## src/hsid_defs.svh

```systemverilog
`ifndef HSID_DEFS_SVH
`define HSID_DEFS_SVH

`define HSID_WORD_WIDTH    32  // Input word, two samples side by side
`define HSID_DATA_WIDTH    16  // Unsigned band sample
`define HSID_ACC_WIDTH     48  // Sum of squared differences over one vector
`define HSID_BANDS_WIDTH   6   // Band count, even, up to 62
`define HSID_LIBRARY_WIDTH 6   // Library size and vector index
`define HSID_PACK_WIDTH    5   // Band pairs per vector, bands/2
`define HSID_BUFFER_WIDTH  2   // Reference FIFO address bits, 4 entries

`endif

```

## src/hsid_pkg.sv

```systemverilog
`include "hsid_defs.svh"

package hsid_pkg;

  typedef enum logic [1:0] {
    IDLE,          // Waiting for start
    READ_MEASURE,  // Loading the measured pixel
    COMPUTE_MSE,   // Streaming the library through
    FINISH         // Done pulse
  } hsid_main_state_t;

  typedef struct packed {
    logic [`HSID_DATA_WIDTH-1:0] hi;  // Upper band of the pair
    logic [`HSID_DATA_WIDTH-1:0] lo;  // Lower band of the pair
  } band_pair_t;

  // Same word seen as FIFO payload and as two samples
  typedef union packed {
    logic [`HSID_WORD_WIDTH-1:0] word;   // Raw input word
    band_pair_t                  bands;  // Sample view for the MSE unit
  } band_pack_t;

  typedef struct packed {
    logic [`HSID_WORD_WIDTH-1:0]    value;  // Mean squared error
    logic [`HSID_LIBRARY_WIDTH-1:0] index;  // Library vector it came from
  } mse_result_t;

endpackage

```

## src/hsid_fifo.sv

```systemverilog
`timescale 1ns/1ns

module hsid_fifo #(
  parameter int ADDR_WIDTH = 2  // Depth is 2**ADDR_WIDTH
) (
  input  logic                 clk,
  input  logic                 arst_n,
  input  logic                 clear,                  // Empties the buffer
  input  logic                 loop_en,                // Read words go back to the tail
  input  logic                 wr_en,
  input  logic                 rd_en,
  input  hsid_pkg::band_pack_t data_in,
  input  logic [ADDR_WIDTH:0]  almost_full_threshold,  // Count that raises almost_full
  output hsid_pkg::band_pack_t data_out,               // Valid one cycle after rd_en
  output logic                 full,
  output logic                 almost_full,
  output logic                 empty
);

  localparam int DEPTH = 2 ** ADDR_WIDTH;

  hsid_pkg::band_pack_t  mem [DEPTH];
  hsid_pkg::band_pack_t  wr_data;
  logic [ADDR_WIDTH-1:0] wr_ptr;
  logic [ADDR_WIDTH-1:0] rd_ptr;
  logic [ADDR_WIDTH:0]   count;   // One extra bit to tell full from empty
  logic                  loop_wr; // Recirculating read
  logic                  push;

  assign loop_wr = rd_en & loop_en;
  assign push    = wr_en | loop_wr;
  assign wr_data = loop_wr ? mem[rd_ptr] : data_in;  // Head word rewritten at tail

  assign full        = count[ADDR_WIDTH];  // Count never exceeds DEPTH
  assign empty       = (count == '0);
  assign almost_full = (count >= almost_full_threshold);

  always_ff @(posedge clk) begin
    if (push) begin
      mem[wr_ptr] <= wr_data;
    end
  end

  always_ff @(posedge clk or negedge arst_n) begin
    if (!arst_n) begin
      wr_ptr <= '0;
      rd_ptr <= '0;
      count  <= '0;
    end else if (clear) begin
      wr_ptr <= '0;
      rd_ptr <= '0;
      count  <= '0;
    end else begin
      if (push) begin
        wr_ptr <= wr_ptr + 1'b1;  // Wraps at DEPTH
      end
      if (rd_en) begin
        rd_ptr <= rd_ptr + 1'b1;
      end
      case ({wr_en, rd_en & ~loop_en})
        2'b10:   count <= count + 1'b1;
        2'b01:   count <= count - 1'b1;
        default: count <= count;  // Loop reads keep the count
      endcase
    end
  end

  always_ff @(posedge clk or negedge arst_n) begin
    if (!arst_n) begin
      data_out <= '0;
    end else if (rd_en) begin
      data_out <= mem[rd_ptr];  // Registered read port
    end
  end

  a_no_overflow: assert property (@(posedge clk) disable iff (!arst_n)
    wr_en |-> !full && !loop_wr)
    else $error("FIFO write while full or while recirculating");

  a_no_underflow: assert property (@(posedge clk) disable iff (!arst_n)
    rd_en |-> !empty)
    else $error("FIFO read while empty");

endmodule

```

## src/hsid_main_fsm.sv

```systemverilog
`timescale 1ns/1ns
`include "hsid_defs.svh"

module hsid_main_fsm (
  input  logic                           clk,
  input  logic                           arst_n,
  input  logic                           start,
  input  logic                           hsi_vctr_in_valid,
  input  logic [`HSID_LIBRARY_WIDTH-1:0] library_size_in,
  input  logic [`HSID_BANDS_WIDTH-1:0]   hsi_bands_in,
  input  logic                           fifo_measure_complete,  // Whole pixel stored
  input  logic                           fifo_ref_full,
  input  logic                           fifo_ref_empty,
  input  logic                           mse_busy,               // Hold reads
  input  logic                           mse_comparison_valid,
  output hsid_pkg::hsid_main_state_t     state,
  output logic [`HSID_PACK_WIDTH-1:0]    band_pack_threshold,    // Packs per vector
  output logic                           fifo_both_read_en,
  output logic                           band_pack_valid,
  output logic                           band_pack_start,
  output logic                           band_pack_last,
  output logic [`HSID_LIBRARY_WIDTH-1:0] vctr_ref,
  output logic                           done,
  output logic                           idle,
  output logic                           ready
);

  hsid_pkg::hsid_main_state_t     next_state;
  logic [`HSID_LIBRARY_WIDTH-1:0] library_size;  // Latched at start
  logic [`HSID_PACK_WIDTH-1:0]    wr_pack_cnt;   // Library words accepted in vector
  logic [`HSID_LIBRARY_WIDTH-1:0] wr_vctr_cnt;   // Library vectors accepted
  logic [`HSID_PACK_WIDTH-1:0]    rd_pack_cnt;   // Packs read in vector
  logic [`HSID_LIBRARY_WIDTH-1:0] rd_vctr_cnt;   // Vector being read
  logic [`HSID_LIBRARY_WIDTH-1:0] cmp_cnt;       // Results compared
  logic                           launch;
  logic                           wr_last_pack;
  logic                           rd_last_pack;
  logic                           library_in;
  logic                           last_result;

  assign launch       = idle & start;
  assign wr_last_pack = (wr_pack_cnt == band_pack_threshold - 1'b1);
  assign rd_last_pack = (rd_pack_cnt == band_pack_threshold - 1'b1);
  assign library_in   = (wr_vctr_cnt == library_size);  // Every library word taken
  assign last_result  = (cmp_cnt == library_size - 1'b1);

  assign idle = (state == hsid_pkg::IDLE);
  assign done = (state == hsid_pkg::FINISH);
  assign ready = (state == hsid_pkg::READ_MEASURE && !fifo_measure_complete) ||
                 (state == hsid_pkg::COMPUTE_MSE && !fifo_ref_full && !library_in);
  // Both FIFOs pop together while the pixel loops back for the next vector
  assign fifo_both_read_en = (state == hsid_pkg::COMPUTE_MSE) && !fifo_ref_empty &&
                             !mse_busy;

  always_comb begin
    next_state = state;
    case (state)
      hsid_pkg::IDLE:         if (start) next_state = hsid_pkg::READ_MEASURE;
      hsid_pkg::READ_MEASURE: if (fifo_measure_complete) next_state = hsid_pkg::COMPUTE_MSE;
      hsid_pkg::COMPUTE_MSE:  if (mse_comparison_valid && last_result) begin
        next_state = hsid_pkg::FINISH;
      end
      default:                next_state = hsid_pkg::IDLE;  // FINISH lasts one cycle
    endcase
  end

  always_ff @(posedge clk or negedge arst_n) begin
    if (!arst_n) begin
      state               <= hsid_pkg::IDLE;
      library_size        <= '0;
      band_pack_threshold <= '0;
    end else begin
      state <= next_state;
      if (launch) begin
        library_size        <= library_size_in;
        band_pack_threshold <= hsi_bands_in[`HSID_BANDS_WIDTH-1:1];  // Two bands a word
      end
    end
  end

  always_ff @(posedge clk or negedge arst_n) begin
    if (!arst_n) begin
      wr_pack_cnt <= '0;
      wr_vctr_cnt <= '0;
    end else if (launch) begin
      wr_pack_cnt <= '0;
      wr_vctr_cnt <= '0;
    end else if (state == hsid_pkg::COMPUTE_MSE && hsi_vctr_in_valid) begin
      if (wr_last_pack) begin
        wr_pack_cnt <= '0;
        wr_vctr_cnt <= wr_vctr_cnt + 1'b1;
      end else begin
        wr_pack_cnt <= wr_pack_cnt + 1'b1;
      end
    end
  end

  always_ff @(posedge clk or negedge arst_n) begin
    if (!arst_n) begin
      rd_pack_cnt     <= '0;
      rd_vctr_cnt     <= '0;
      vctr_ref        <= '0;
      band_pack_valid <= 1'b0;
      band_pack_start <= 1'b0;
      band_pack_last  <= 1'b0;
    end else begin
      band_pack_valid <= fifo_both_read_en;  // Aligned with FIFO read data
      band_pack_start <= fifo_both_read_en && (rd_pack_cnt == '0);
      band_pack_last  <= fifo_both_read_en && rd_last_pack;
      if (launch) begin
        rd_pack_cnt <= '0;
        rd_vctr_cnt <= '0;
      end else if (fifo_both_read_en) begin
        vctr_ref <= rd_vctr_cnt;  // Index travels with the packs
        if (rd_last_pack) begin
          rd_pack_cnt <= '0;
          rd_vctr_cnt <= rd_vctr_cnt + 1'b1;
        end else begin
          rd_pack_cnt <= rd_pack_cnt + 1'b1;
        end
      end
    end
  end

  always_ff @(posedge clk or negedge arst_n) begin
    if (!arst_n) begin
      cmp_cnt <= '0;
    end else if (launch) begin
      cmp_cnt <= '0;
    end else if (mse_comparison_valid) begin
      cmp_cnt <= cmp_cnt + 1'b1;
    end
  end

  // Finishing means every library word came in and was read back out
  a_done_complete: assert property (@(posedge clk) disable iff (!arst_n)
    done |-> library_in && fifo_ref_empty)
    else $error("done raised before the whole library was consumed");

endmodule

```

## src/hsid_mse.sv

```systemverilog
`timescale 1ns/1ns
`include "hsid_defs.svh"

module hsid_mse (
  input  logic                           clk,
  input  logic                           arst_n,
  input  logic                           band_pack_valid,
  input  logic                           band_pack_start,  // First pack of a vector
  input  logic                           band_pack_last,   // Last pack of a vector
  input  hsid_pkg::band_pack_t           band_pack_a,      // Measured pixel
  input  hsid_pkg::band_pack_t           band_pack_b,      // Library vector
  input  logic [`HSID_LIBRARY_WIDTH-1:0] vctr_ref,
  input  logic [`HSID_BANDS_WIDTH-1:0]   hsp_bands,        // Divisor, stable during a run
  output logic                           mse_busy,
  output logic                           mse_valid,
  output hsid_pkg::mse_result_t          mse_out
);

  localparam int SQ_WIDTH  = 2 * `HSID_DATA_WIDTH;
  localparam int CNT_WIDTH = $clog2(`HSID_ACC_WIDTH);
  localparam int BW        = `HSID_BANDS_WIDTH;

  logic [`HSID_DATA_WIDTH-1:0]    diff_hi;
  logic [`HSID_DATA_WIDTH-1:0]    diff_lo;
  logic [SQ_WIDTH-1:0]            sq_hi;
  logic [SQ_WIDTH-1:0]            sq_lo;
  logic                           p1_valid;
  logic                           p1_start;
  logic                           p1_last;
  logic [`HSID_LIBRARY_WIDTH-1:0] p1_ref;
  logic [`HSID_ACC_WIDTH-1:0]     acc;
  logic [`HSID_ACC_WIDTH-1:0]     acc_next;
  logic [`HSID_ACC_WIDTH-1:0]     sum;          // Finished sum waiting for the divider
  logic [`HSID_LIBRARY_WIDTH-1:0] sum_ref;
  logic                           sum_pending;
  logic                           div_load;
  logic                           div_busy;
  logic [CNT_WIDTH-1:0]           div_cnt;
  logic [`HSID_ACC_WIDTH-1:0]     div_quo;      // Dividend shifts out, quotient shifts in
  logic [BW-1:0]                  div_rem;
  logic [BW:0]                    rem_shift;
  logic [BW:0]                    rem_diff;
  logic                           rem_fits;
  logic [`HSID_LIBRARY_WIDTH-1:0] div_ref;
  logic [2:0]                     outstanding;  // Finished vectors not yet through divider

  assign diff_hi = (band_pack_a.bands.hi > band_pack_b.bands.hi) ?
                   band_pack_a.bands.hi - band_pack_b.bands.hi :
                   band_pack_b.bands.hi - band_pack_a.bands.hi;
  assign diff_lo = (band_pack_a.bands.lo > band_pack_b.bands.lo) ?
                   band_pack_a.bands.lo - band_pack_b.bands.lo :
                   band_pack_b.bands.lo - band_pack_a.bands.lo;
  assign acc_next = (p1_start ? '0 : acc) + sq_hi + sq_lo;  // Restart on first pack

  // Reads stop once two vectors wait for or sit in the divider
  assign outstanding = {2'b00, band_pack_valid & band_pack_last} + {2'b00, p1_valid & p1_last} +
                       {2'b00, sum_pending} + {2'b00, div_busy};
  assign mse_busy = (outstanding >= 3'd2);
  assign div_load = sum_pending & ~div_busy;

  assign rem_shift = {div_rem, div_quo[`HSID_ACC_WIDTH-1]};
  assign rem_diff  = rem_shift - {1'b0, hsp_bands};
  assign rem_fits  = (rem_shift >= {1'b0, hsp_bands});  // Restoring step

  assign mse_out.value = div_quo[`HSID_WORD_WIDTH-1:0];  // Mean always fits 32 bits
  assign mse_out.index = div_ref;

  always_ff @(posedge clk or negedge arst_n) begin
    if (!arst_n) begin
      sq_hi    <= '0;
      sq_lo    <= '0;
      p1_valid <= 1'b0;
      p1_start <= 1'b0;
      p1_last  <= 1'b0;
      p1_ref   <= '0;
    end else begin
      p1_valid <= band_pack_valid;
      p1_start <= band_pack_start;
      p1_last  <= band_pack_last;
      if (band_pack_valid) begin
        sq_hi  <= diff_hi * diff_hi;
        sq_lo  <= diff_lo * diff_lo;
        p1_ref <= vctr_ref;
      end
    end
  end

  always_ff @(posedge clk or negedge arst_n) begin
    if (!arst_n) begin
      acc         <= '0;
      sum         <= '0;
      sum_ref     <= '0;
      sum_pending <= 1'b0;
    end else begin
      sum_pending <= (p1_valid && p1_last) || (sum_pending && !div_load);
      if (p1_valid) begin
        acc <= acc_next;
        if (p1_last) begin
          sum     <= acc_next;  // Free the accumulator for the next vector
          sum_ref <= p1_ref;
        end
      end
    end
  end

  always_ff @(posedge clk or negedge arst_n) begin
    if (!arst_n) begin
      div_busy  <= 1'b0;
      div_cnt   <= '0;
      div_quo   <= '0;
      div_rem   <= '0;
      div_ref   <= '0;
      mse_valid <= 1'b0;
    end else begin
      mse_valid <= 1'b0;
      if (div_load) begin
        div_busy <= 1'b1;
        div_cnt  <= '0;
        div_quo  <= sum;
        div_rem  <= '0;
        div_ref  <= sum_ref;
      end else if (div_busy) begin
        div_quo <= {div_quo[`HSID_ACC_WIDTH-2:0], rem_fits};
        div_rem <= rem_fits ? rem_diff[BW-1:0] : rem_shift[BW-1:0];
        div_cnt <= div_cnt + 1'b1;
        if (div_cnt == CNT_WIDTH'(`HSID_ACC_WIDTH - 1)) begin
          div_busy  <= 1'b0;  // One bit per cycle, 48 cycles
          mse_valid <= 1'b1;
        end
      end
    end
  end

  // Relies on the FSM honouring mse_busy
  a_sum_not_lost: assert property (@(posedge clk) disable iff (!arst_n)
    p1_valid && p1_last |-> !(sum_pending && div_busy))
    else $error("vector sum overwritten while waiting for the divider");

endmodule

```

## src/hsid_mse_comp.sv

```systemverilog
`timescale 1ns/1ns

module hsid_mse_comp (
  input  logic                  clk,
  input  logic                  arst_n,
  input  logic                  clear,                 // Forget stored extremes
  input  logic                  mse_valid,
  input  hsid_pkg::mse_result_t mse_in,
  output hsid_pkg::mse_result_t mse_min,
  output hsid_pkg::mse_result_t mse_max,
  output logic                  mse_comparison_valid   // One cycle after mse_valid
);

  logic seeded;  // A result has been seen since clear

  always_ff @(posedge clk or negedge arst_n) begin
    if (!arst_n) begin
      mse_min              <= '0;
      mse_max              <= '0;
      seeded               <= 1'b0;
      mse_comparison_valid <= 1'b0;
    end else begin
      mse_comparison_valid <= mse_valid;
      if (clear) begin
        mse_min <= '0;
        mse_max <= '0;
        seeded  <= 1'b0;
      end else if (mse_valid) begin
        seeded <= 1'b1;
        // Strict compares keep the earlier index on ties
        if (!seeded || mse_in.value < mse_min.value) begin
          mse_min <= mse_in;
        end
        if (!seeded || mse_in.value > mse_max.value) begin
          mse_max <= mse_in;
        end
      end
    end
  end

endmodule

```

## src/hsid_main.sv

```systemverilog
`timescale 1ns/1ns
`include "hsid_defs.svh"

module hsid_main (
  input  logic                           clk,
  input  logic                           arst_n,
  input  logic                           start,
  input  logic                           clear,             // Only while idle
  input  logic                           hsi_vctr_in_valid,
  input  logic [`HSID_WORD_WIDTH-1:0]    hsi_vctr_in,
  input  logic [`HSID_LIBRARY_WIDTH-1:0] library_size_in,
  input  logic [`HSID_BANDS_WIDTH-1:0]   hsi_bands_in,
  output logic [`HSID_WORD_WIDTH-1:0]    mse_min_value,
  output logic [`HSID_WORD_WIDTH-1:0]    mse_max_value,
  output logic [`HSID_LIBRARY_WIDTH-1:0] mse_min_ref,
  output logic [`HSID_LIBRARY_WIDTH-1:0] mse_max_ref,
  output logic                           done,
  output logic                           idle,
  output logic                           ready
);

  localparam int REF_DEPTH = 2 ** `HSID_BUFFER_WIDTH;

  hsid_pkg::hsid_main_state_t     state;
  hsid_pkg::band_pack_t           vctr_word;
  hsid_pkg::band_pack_t           measure_pack;
  hsid_pkg::band_pack_t           ref_pack;
  hsid_pkg::mse_result_t          mse_result;
  hsid_pkg::mse_result_t          mse_min;
  hsid_pkg::mse_result_t          mse_max;
  logic [`HSID_PACK_WIDTH-1:0]    band_pack_threshold;
  logic [`HSID_LIBRARY_WIDTH-1:0] vctr_ref;
  logic fifo_measure_clear;
  logic fifo_measure_wr_en;
  logic fifo_measure_complete;
  logic fifo_ref_wr_en;
  logic fifo_ref_full;
  logic fifo_ref_empty;
  logic fifo_both_read_en;
  logic band_pack_valid;
  logic band_pack_start;
  logic band_pack_last;
  logic mse_busy;
  logic mse_valid;
  logic mse_comparison_valid;

  assign vctr_word          = hsi_vctr_in;
  assign fifo_measure_clear = clear | (idle & start);  // Drop the previous pixel
  assign fifo_measure_wr_en = (state == hsid_pkg::READ_MEASURE) && hsi_vctr_in_valid;
  assign fifo_ref_wr_en     = (state == hsid_pkg::COMPUTE_MSE) && hsi_vctr_in_valid;

  assign mse_min_value = mse_min.value;
  assign mse_min_ref   = mse_min.index;
  assign mse_max_value = mse_max.value;
  assign mse_max_ref   = mse_max.index;

  hsid_main_fsm u_fsm (
    .clk, .arst_n, .start, .hsi_vctr_in_valid, .library_size_in, .hsi_bands_in,
    .fifo_measure_complete, .fifo_ref_full, .fifo_ref_empty, .mse_busy,
    .mse_comparison_valid, .state, .band_pack_threshold, .fifo_both_read_en,
    .band_pack_valid, .band_pack_start, .band_pack_last, .vctr_ref, .done, .idle, .ready
  );

  hsid_fifo #(.ADDR_WIDTH(`HSID_PACK_WIDTH)) u_fifo_measure (
    .clk, .arst_n,
    .clear                 (fifo_measure_clear),
    .loop_en               (1'b1),  // Pixel recirculates for every library vector
    .wr_en                 (fifo_measure_wr_en),
    .rd_en                 (fifo_both_read_en),
    .data_in               (vctr_word),
    .almost_full_threshold ({1'b0, band_pack_threshold}),  // Pixel complete
    .data_out              (measure_pack),
    .full                  (),
    .almost_full           (fifo_measure_complete),
    .empty                 ()
  );

  hsid_fifo #(.ADDR_WIDTH(`HSID_BUFFER_WIDTH)) u_fifo_ref (
    .clk, .arst_n, .clear,
    .loop_en               (1'b0),
    .wr_en                 (fifo_ref_wr_en),
    .rd_en                 (fifo_both_read_en),
    .data_in               (vctr_word),
    .almost_full_threshold ((`HSID_BUFFER_WIDTH + 1)'(REF_DEPTH - 1)),
    .data_out              (ref_pack),
    .full                  (fifo_ref_full),
    .almost_full           (),
    .empty                 (fifo_ref_empty)
  );

  hsid_mse u_mse (
    .clk, .arst_n, .band_pack_valid, .band_pack_start, .band_pack_last,
    .band_pack_a (measure_pack),
    .band_pack_b (ref_pack),
    .vctr_ref,
    .hsp_bands   ({band_pack_threshold, 1'b0}),  // Latched band count
    .mse_busy, .mse_valid,
    .mse_out     (mse_result)
  );

  hsid_mse_comp u_mse_comp (
    .clk, .arst_n, .clear, .mse_valid,
    .mse_in (mse_result),
    .mse_min, .mse_max, .mse_comparison_valid
  );

  // Source may only send while ready is high
  a_valid_needs_ready: assert property (@(posedge clk) disable iff (!arst_n)
    hsi_vctr_in_valid |-> ready)
    else $error("input word sent while ready is low");

endmodule

```

## config.mk

```make
export PLATFORM = sky130hd
export DESIGN_NAME = hsid_main
export DESIGN_NICKNAME = d
export VERILOG_FILES = /design/src/hsid_pkg.sv /design/src/hsid_fifo.sv /design/src/hsid_main_fsm.sv /design/src/hsid_mse.sv /design/src/hsid_mse_comp.sv /design/src/hsid_main.sv
export VERILOG_INCLUDE_DIRS = /design/src
export SDC_FILE = /design/constraint.sdc
export NUM_CORES = 2
export LEC_CHECK = 0
export BUFFER_PORTS_ARGS = -buffer_cell sky130_fd_sc_hd__clkbuf_2
export CORE_ASPECT_RATIO = 1.5
export CORE_MARGIN = 4
export CORE_UTILIZATION = 66
export DETAILED_ROUTE_END_ITERATION = 8
export GPL_TIMING_DRIVEN = 0
export PLACE_DENSITY_LB_ADDON = 0.12
export SYNTH_ARGS = -nofsm -noshare
export SYNTH_HDL_FRONTEND = slang
export SYNTH_HIERARCHICAL = 1
export SYNTH_SLANG_ARGS = --single-unit
```

## constraint.sdc

```tcl
create_clock -name clk -period 26.4 [get_ports clk]
set_clock_uncertainty 0.1 [all_clocks]
set_input_delay 6.6 -clock clk [delete_from_list [all_inputs] [get_ports clk]]
set_output_delay 6.6 -clock clk [all_outputs]
set_load 0.02 [all_outputs]
```

Yosys cells after proc, flatten, opt, wreduce, memory -nomap -nowiden
Memories as Yosys holds them, arrays and structs flattened. A register that Yosys moved wholly into a read port is not among the register bits.
Cells that the tools add are included.
{"block": "word_totals", "regBits": 427, "mem_bits_rw": 1152, "inputBits": 49, "out_inout_bits": 79, "wordCells": 206, "mem_count": 2}
{"name": "u_fifo_measure.mem", "depth": 32, "width": 32, "read_ports": 1, "rd_ports_with_merged_regs": 0, "write_ports": 1, "line": "hsid_fifo.sv:22", "source": "hsid_pkg::band_pack_t mem [DEPTH];"}
{"name": "u_fifo_ref.mem", "depth": 4, "width": 32, "read_ports": 1, "rd_ports_with_merged_regs": 1, "write_ports": 1, "line": "hsid_fifo.sv:22"}
{"block": "classes", "addsub": 25, "n_mul": 2, "n_lt_le_gt_ge": 7, "eq_ne": 13, "mux": 59, "n_bitwise": 8, "reduce_logical": 49}
{"operator": "two-way mux 38 bit", "count": 6}
{"operator": "two-way mux 48 bit", "count": 3}
{"operator": "adder 48 x 32 -> 48 bit", "count": 2}
{"operator": "two-way mux 6 bit", "count": 15}
{"operator": "multiplier 16 x 16 -> 32 bit", "count": 2}
{"operator": "subtractor 16 bit", "count": 4}
{"operator": "two-way mux 5 bit", "count": 10}
{"operator": "greater-than comparator 16 bit", "count": 2}
{"operator": "greater-than comparator 32 bit", "count": 1}
{"operator": "less-than comparator 32 bit", "count": 1}
{"operator": "two-way mux 16 bit", "count": 2}
{"operator": "two-way mux 32 bit", "count": 1}
{"operator": "adder 6 x 1 -> 6 bit (second input constant)", "count": 5}
{"operator": "nonzero test 2 bit", "count": 14}
{"operator": "adder 5 x 1 -> 5 bit (second input constant)", "count": 4}
{"operator": "two-way mux 2 bit", "count": 7}
{"operator": "equality test 6 bit", "count": 2}
{"operator": "logical AND 1 bit", "count": 12}
{"operator": "two-way mux 1 bit", "count": 12}
{"operator": "AND reduction 2 bit", "count": 6}
{"operator": "equality test 5 bit", "count": 2}
{"operator": "zero test 1 bit", "count": 8}
{"operator": ">= comparator 7 x 6 -> 1 bit", "count": 1}
{"operator": "adder 3 x 1 -> 3 bit", "count": 2}
{"operator": "other kinds (26)", "count": 39}

Depth between registers and ports, before layout
{"block": "depth", "word_depth": 10, "mapped_depth": 40, "ltp_nobuf": 38}

Hierarchy
The synthesis kept the hierarchy.
{"module": "hsid_fifo (u_fifo_measure)", "instances": 1, "cells_per_inst": 2113, "area_per_inst_um2": 41743.8, "seq_area_each_um2": 31950.6}
{"module": "hsid_mse", "instances": 1, "cells_per_inst": 3280, "area_per_inst_um2": 30287.8, "seq_area_each_um2": 6055.8}
{"module": "hsid_fifo (u_fifo_ref)", "instances": 1, "cells_per_inst": 438, "area_per_inst_um2": 6909.1, "seq_area_each_um2": 4819.6}
{"module": "hsid_mse_comp", "instances": 1, "cells_per_inst": 533, "area_per_inst_um2": 5258.8, "seq_area_each_um2": 1951.9}
{"module": "hsid_main_fsm", "instances": 1, "cells_per_inst": 294, "area_per_inst_um2": 2846.5, "seq_area_each_um2": 1251.2}
{"module": "hsid_main", "instances": 1, "cells_per_inst": 5, "area_per_inst_um2": 32.5, "seq_area_each_um2": 0.0}

Worst setup path before layout
OpenSTA, ideal clock, no wires.
{"block": "synth_timing", "path_type": "input to register", "startpoint": "input hsi_vctr_in_valid", "endpoint": "memory u_fifo_measure/mem[23][0] (netlist name), enable pin", "arrival_time_ns": 9.806, "required_time_ns": 25.832, "slack_ns": 16.026, "path_stages": 5, "path_buffers": 1, "cell_sequence": "and3b_1 > nand2b_1 > clkbuf_1 > nand3_1 > nor3b_1"}
{"block": "synth_between", "elab_chain_len": 4}
{"item": "start, declared", "line": "hsid_main.sv:9", "source": "input logic hsi_vctr_in_valid,"}
{"item": "logical AND 1 bit", "line": "hsid_main.sv:49", "source": "assign fifo_measure_wr_en = (state == hsid_pkg::READ_MEASURE) && hsi_vctr_in_valid;"}
{"item": "bitwise OR 1 bit", "line": "hsid_fifo.sv:31", "source": "assign push = wr_en | loop_wr;"}
{"item": "two-way mux 1 bit", "line": "hsid_fifo.sv:39", "source": "if (push) begin"}
{"item": "two-way mux 1 bit (implied by the code)", "line": "hsid_fifo.sv:40", "source": "mem[wr_ptr] <= wr_data;"}
{"item": "end, declared", "line": "hsid_fifo.sv:22"}
No other way between the ends.

Worst setup path in the final report
{"block": "layout_timing", "startpoint": "register u_fifo_measure/data_out[16] (netlist name) (read register of u_fifo_measure.mem)", "endpoint": "register u_mse.sq_hi[31]"}
{"block": "layout_between", "elab_chain_len": 3}
{"item": "start, declared", "line": "hsid_fifo.sv:14", "source": "output hsid_pkg::band_pack_t data_out,"}
{"item": "subtractor 16 bit (tied with other cells)", "line": "hsid_mse.sv:49", "source": "band_pack_b.bands.hi - band_pack_a.bands.hi;"}
{"item": "two-way mux 16 bit (*)", "line": "hsid_mse.sv:47", "source": "assign diff_hi = (band_pack_a.bands.hi > band_pack_b.bands.hi) ?"}
{"item": "multiplier 16 x 16 -> 32 bit (*)", "line": "hsid_mse.sv:81", "source": "sq_hi <= diff_hi * diff_hi;"}
{"item": "end signal, assigned", "line": "hsid_mse.sv:81"}
{"item": "end, declared", "line": "hsid_mse.sv:25", "source": "logic [SQ_WIDTH-1:0] sq_hi;"}
Mark *: on every way between the ends. The rest lies on a longest branch, timed or not.
A chain may end at the register's enable or synchronous reset.

==> metrics <==
slowest stage cell, crit path xnor2_1; placer congestion estimate 1.005; Data arrival, critical path 10.92 ns; CP most frequent cell fa_1; critical path fanouts, max 10; P&R area growth vs syn 10.17%; met2 wire length 116,900 um; chip width 304.4 um; Slew HR 0.07561; post-route minimum period 10.34 ns; area of the mapped netlist 87,000 sq um; die area 137,800 sq um; Core Rows 162; Placed Instance Area 91,030 sq um; vias per inst 6.322; antenna violations before repair 7; wl on met1 79,190 um; TritonRoute pass-1 iters 6; fillers 8,615; largest net degree at the start of global routing 110; Avg Cell Area, Syn 13.08 sq um; core area 130,500 sq um; H-tree Lvls 4; f_max 96.73 MHz; Worst path max stage delay 0.87 ns; Routed wire per std cell 25.71 um; Final Hold Fails 0; Max Root-Sink Buffers 3; Port Buf Inserts 126; first-pass GRT wire length 345,200 um; CP Launch Type flip-flop; # Max-Cap Violations 0; CTS tree built; vias in the first global route 58,200; GRT overflow 0; Starting Density 0.6665; Setup TNS 0 ns; Root Buffer clkbuf_16; Total Routed Length 227,000 um; hpwl dp 165,200 um; unrepaired setup endpoints after global routing false; Final Max Slew Viols 0; synth warn 6; metal3 WL 14,590 um; max layer used met4; total CTS buffers 147; outcome finished clean; NumNets Final 7,787; n_diodes 0; final number of setup-violating endpoints 0; Setup CP Type flip-flop to flip-flop; Post-Synthesis Cells 6,653; CTS Sinks 1,609; Worst Max-Slew Pin Slew 1.374 ns; worst skew pair latency 0.81 ns; clk slew on worst S/H paths 0.06 ns; post_cts resized 0; HP Class flip-flop to flip-flop; total number of vias 55,820; Global Route Usage Sum 0.3307; die height 452.7 um; post-route ant nets 0; CP required 26.98 ns; cts hold-fix bufs 0; layout cell share with drive strength beyond 1 0.1425; fin area 95,850 sq um; initial drt markers 5,178; final period utilization 0.3916; Top Ports 128; DRC violations left 0; total setup buffers inserted after CTS 0; CP endpoint kind flip-flop
## registers in the layout, summed over array words and instances (netlist names), 31 cells and up
name	flops
u_mse_comp/mse_max	38
u_fifo_ref/mem	128
u_mse/sum	48
u_mse_comp/mse_min	38
u_fifo_measure/mem	1024
u_fifo_measure/data_out	32
u_mse/sq_lo	31
u_mse/div_quo	48
u_mse/acc	48
u_fifo_ref/data_out	32
u_mse/sq_hi	31
## metal layers
layer  GRT usage  up-vias
li1            -    24520
met1      0.3823    28120
met2      0.5844     2473
met3     0.05097      698
met4      0.1978        0
met5           0        -
## critical path: cells and delay by family, from the launching register on
kind            cells  cell delay, ns
xor+xnor            2            1.10
simple gates        2            0.23
fa+ha+maj           9            3.97
compound gates     12            2.97
flops               1            0.43
mux                 2            0.66
buf+inv             7            0.74
## through the flow
step                      std cells  utilization  setup slack, ns  hold WS [ns]
after CTS                      8829       0.7343            16.12        0.2376
after global routing           8829       0.7343            15.50        0.2518
after global placement         8509       0.6881            7.845        0.2343
after detailed placement       8559       0.6974            16.14        0.2356
final                          8829       0.7343            16.06        0.2435
after floorplan                6661            -            16.03        0.2312
## final cells by class
| type | instances | area [sq um] | share of cell area |
|---|---|---|---|
| Buffer | 331 | 1792 | 0.01869 |
| Clock buffer | 192 | 3969 | 0.04141 |
| Clock inverter | 78 | 848.3 | 0.008851 |
| Inverter | 680 | 2556 | 0.02667 |
| Multi-Input combinational cell | 4041 | 36950 | 0.3855 |
| Sequential cell | 1609 | 46030 | 0.4802 |
| Tap cell | 1722 | 2155 | 0.02248 |
| Timing Repair Buffer | 176 | 1549 | 0.01616 |
## path summary, 6_finish.rpt
check                                                  from                      to  slack (ns)  cells past startpoint
min in group asynchronous                            arst_n  u_mse_comp/mse_min[18]        5.72                      1
worst min-delay path                  u_fsm/band_pack_start          u_mse/p1_start        0.24                      0
worst max register to register  u_fifo_measure/data_out[16]         u_mse/sq_hi[31]       16.06                     34
worst min register to register        u_fsm/band_pack_start          u_mse/p1_start        0.24                      0
max in group asynchronous                            arst_n  u_fifo_ref/data_out[5]       18.50                      4
worst max-delay path            u_fifo_measure/data_out[16]         u_mse/sq_hi[31]       16.06                     34
## layout by cell type (no fill, tap or decap), types with 77 or more instances in the layout
cell type     n
edfxtp_1   1152
inv_1       662
nand2_1     471
dfrtp_1     457
mux2i_1     421
ha_1        388
fa_1        364
nor2_1      252
a21oi_1     251
clkbuf_1    192
mux2_2      190
o21ai_0     164
a22oi_1     158
clkbuf_16   148
clkbuf_2    126
mux4_2      119
nor2b_1     100
nor3_1       99
xnor2_1      98
nand2b_1     93
a21o_1       87
buf_4        81
o221ai_1     77
Power is left out: the tool's default activity adds up to more than one toggle a clock period on the data nets, which glitch-free logic cannot reach.
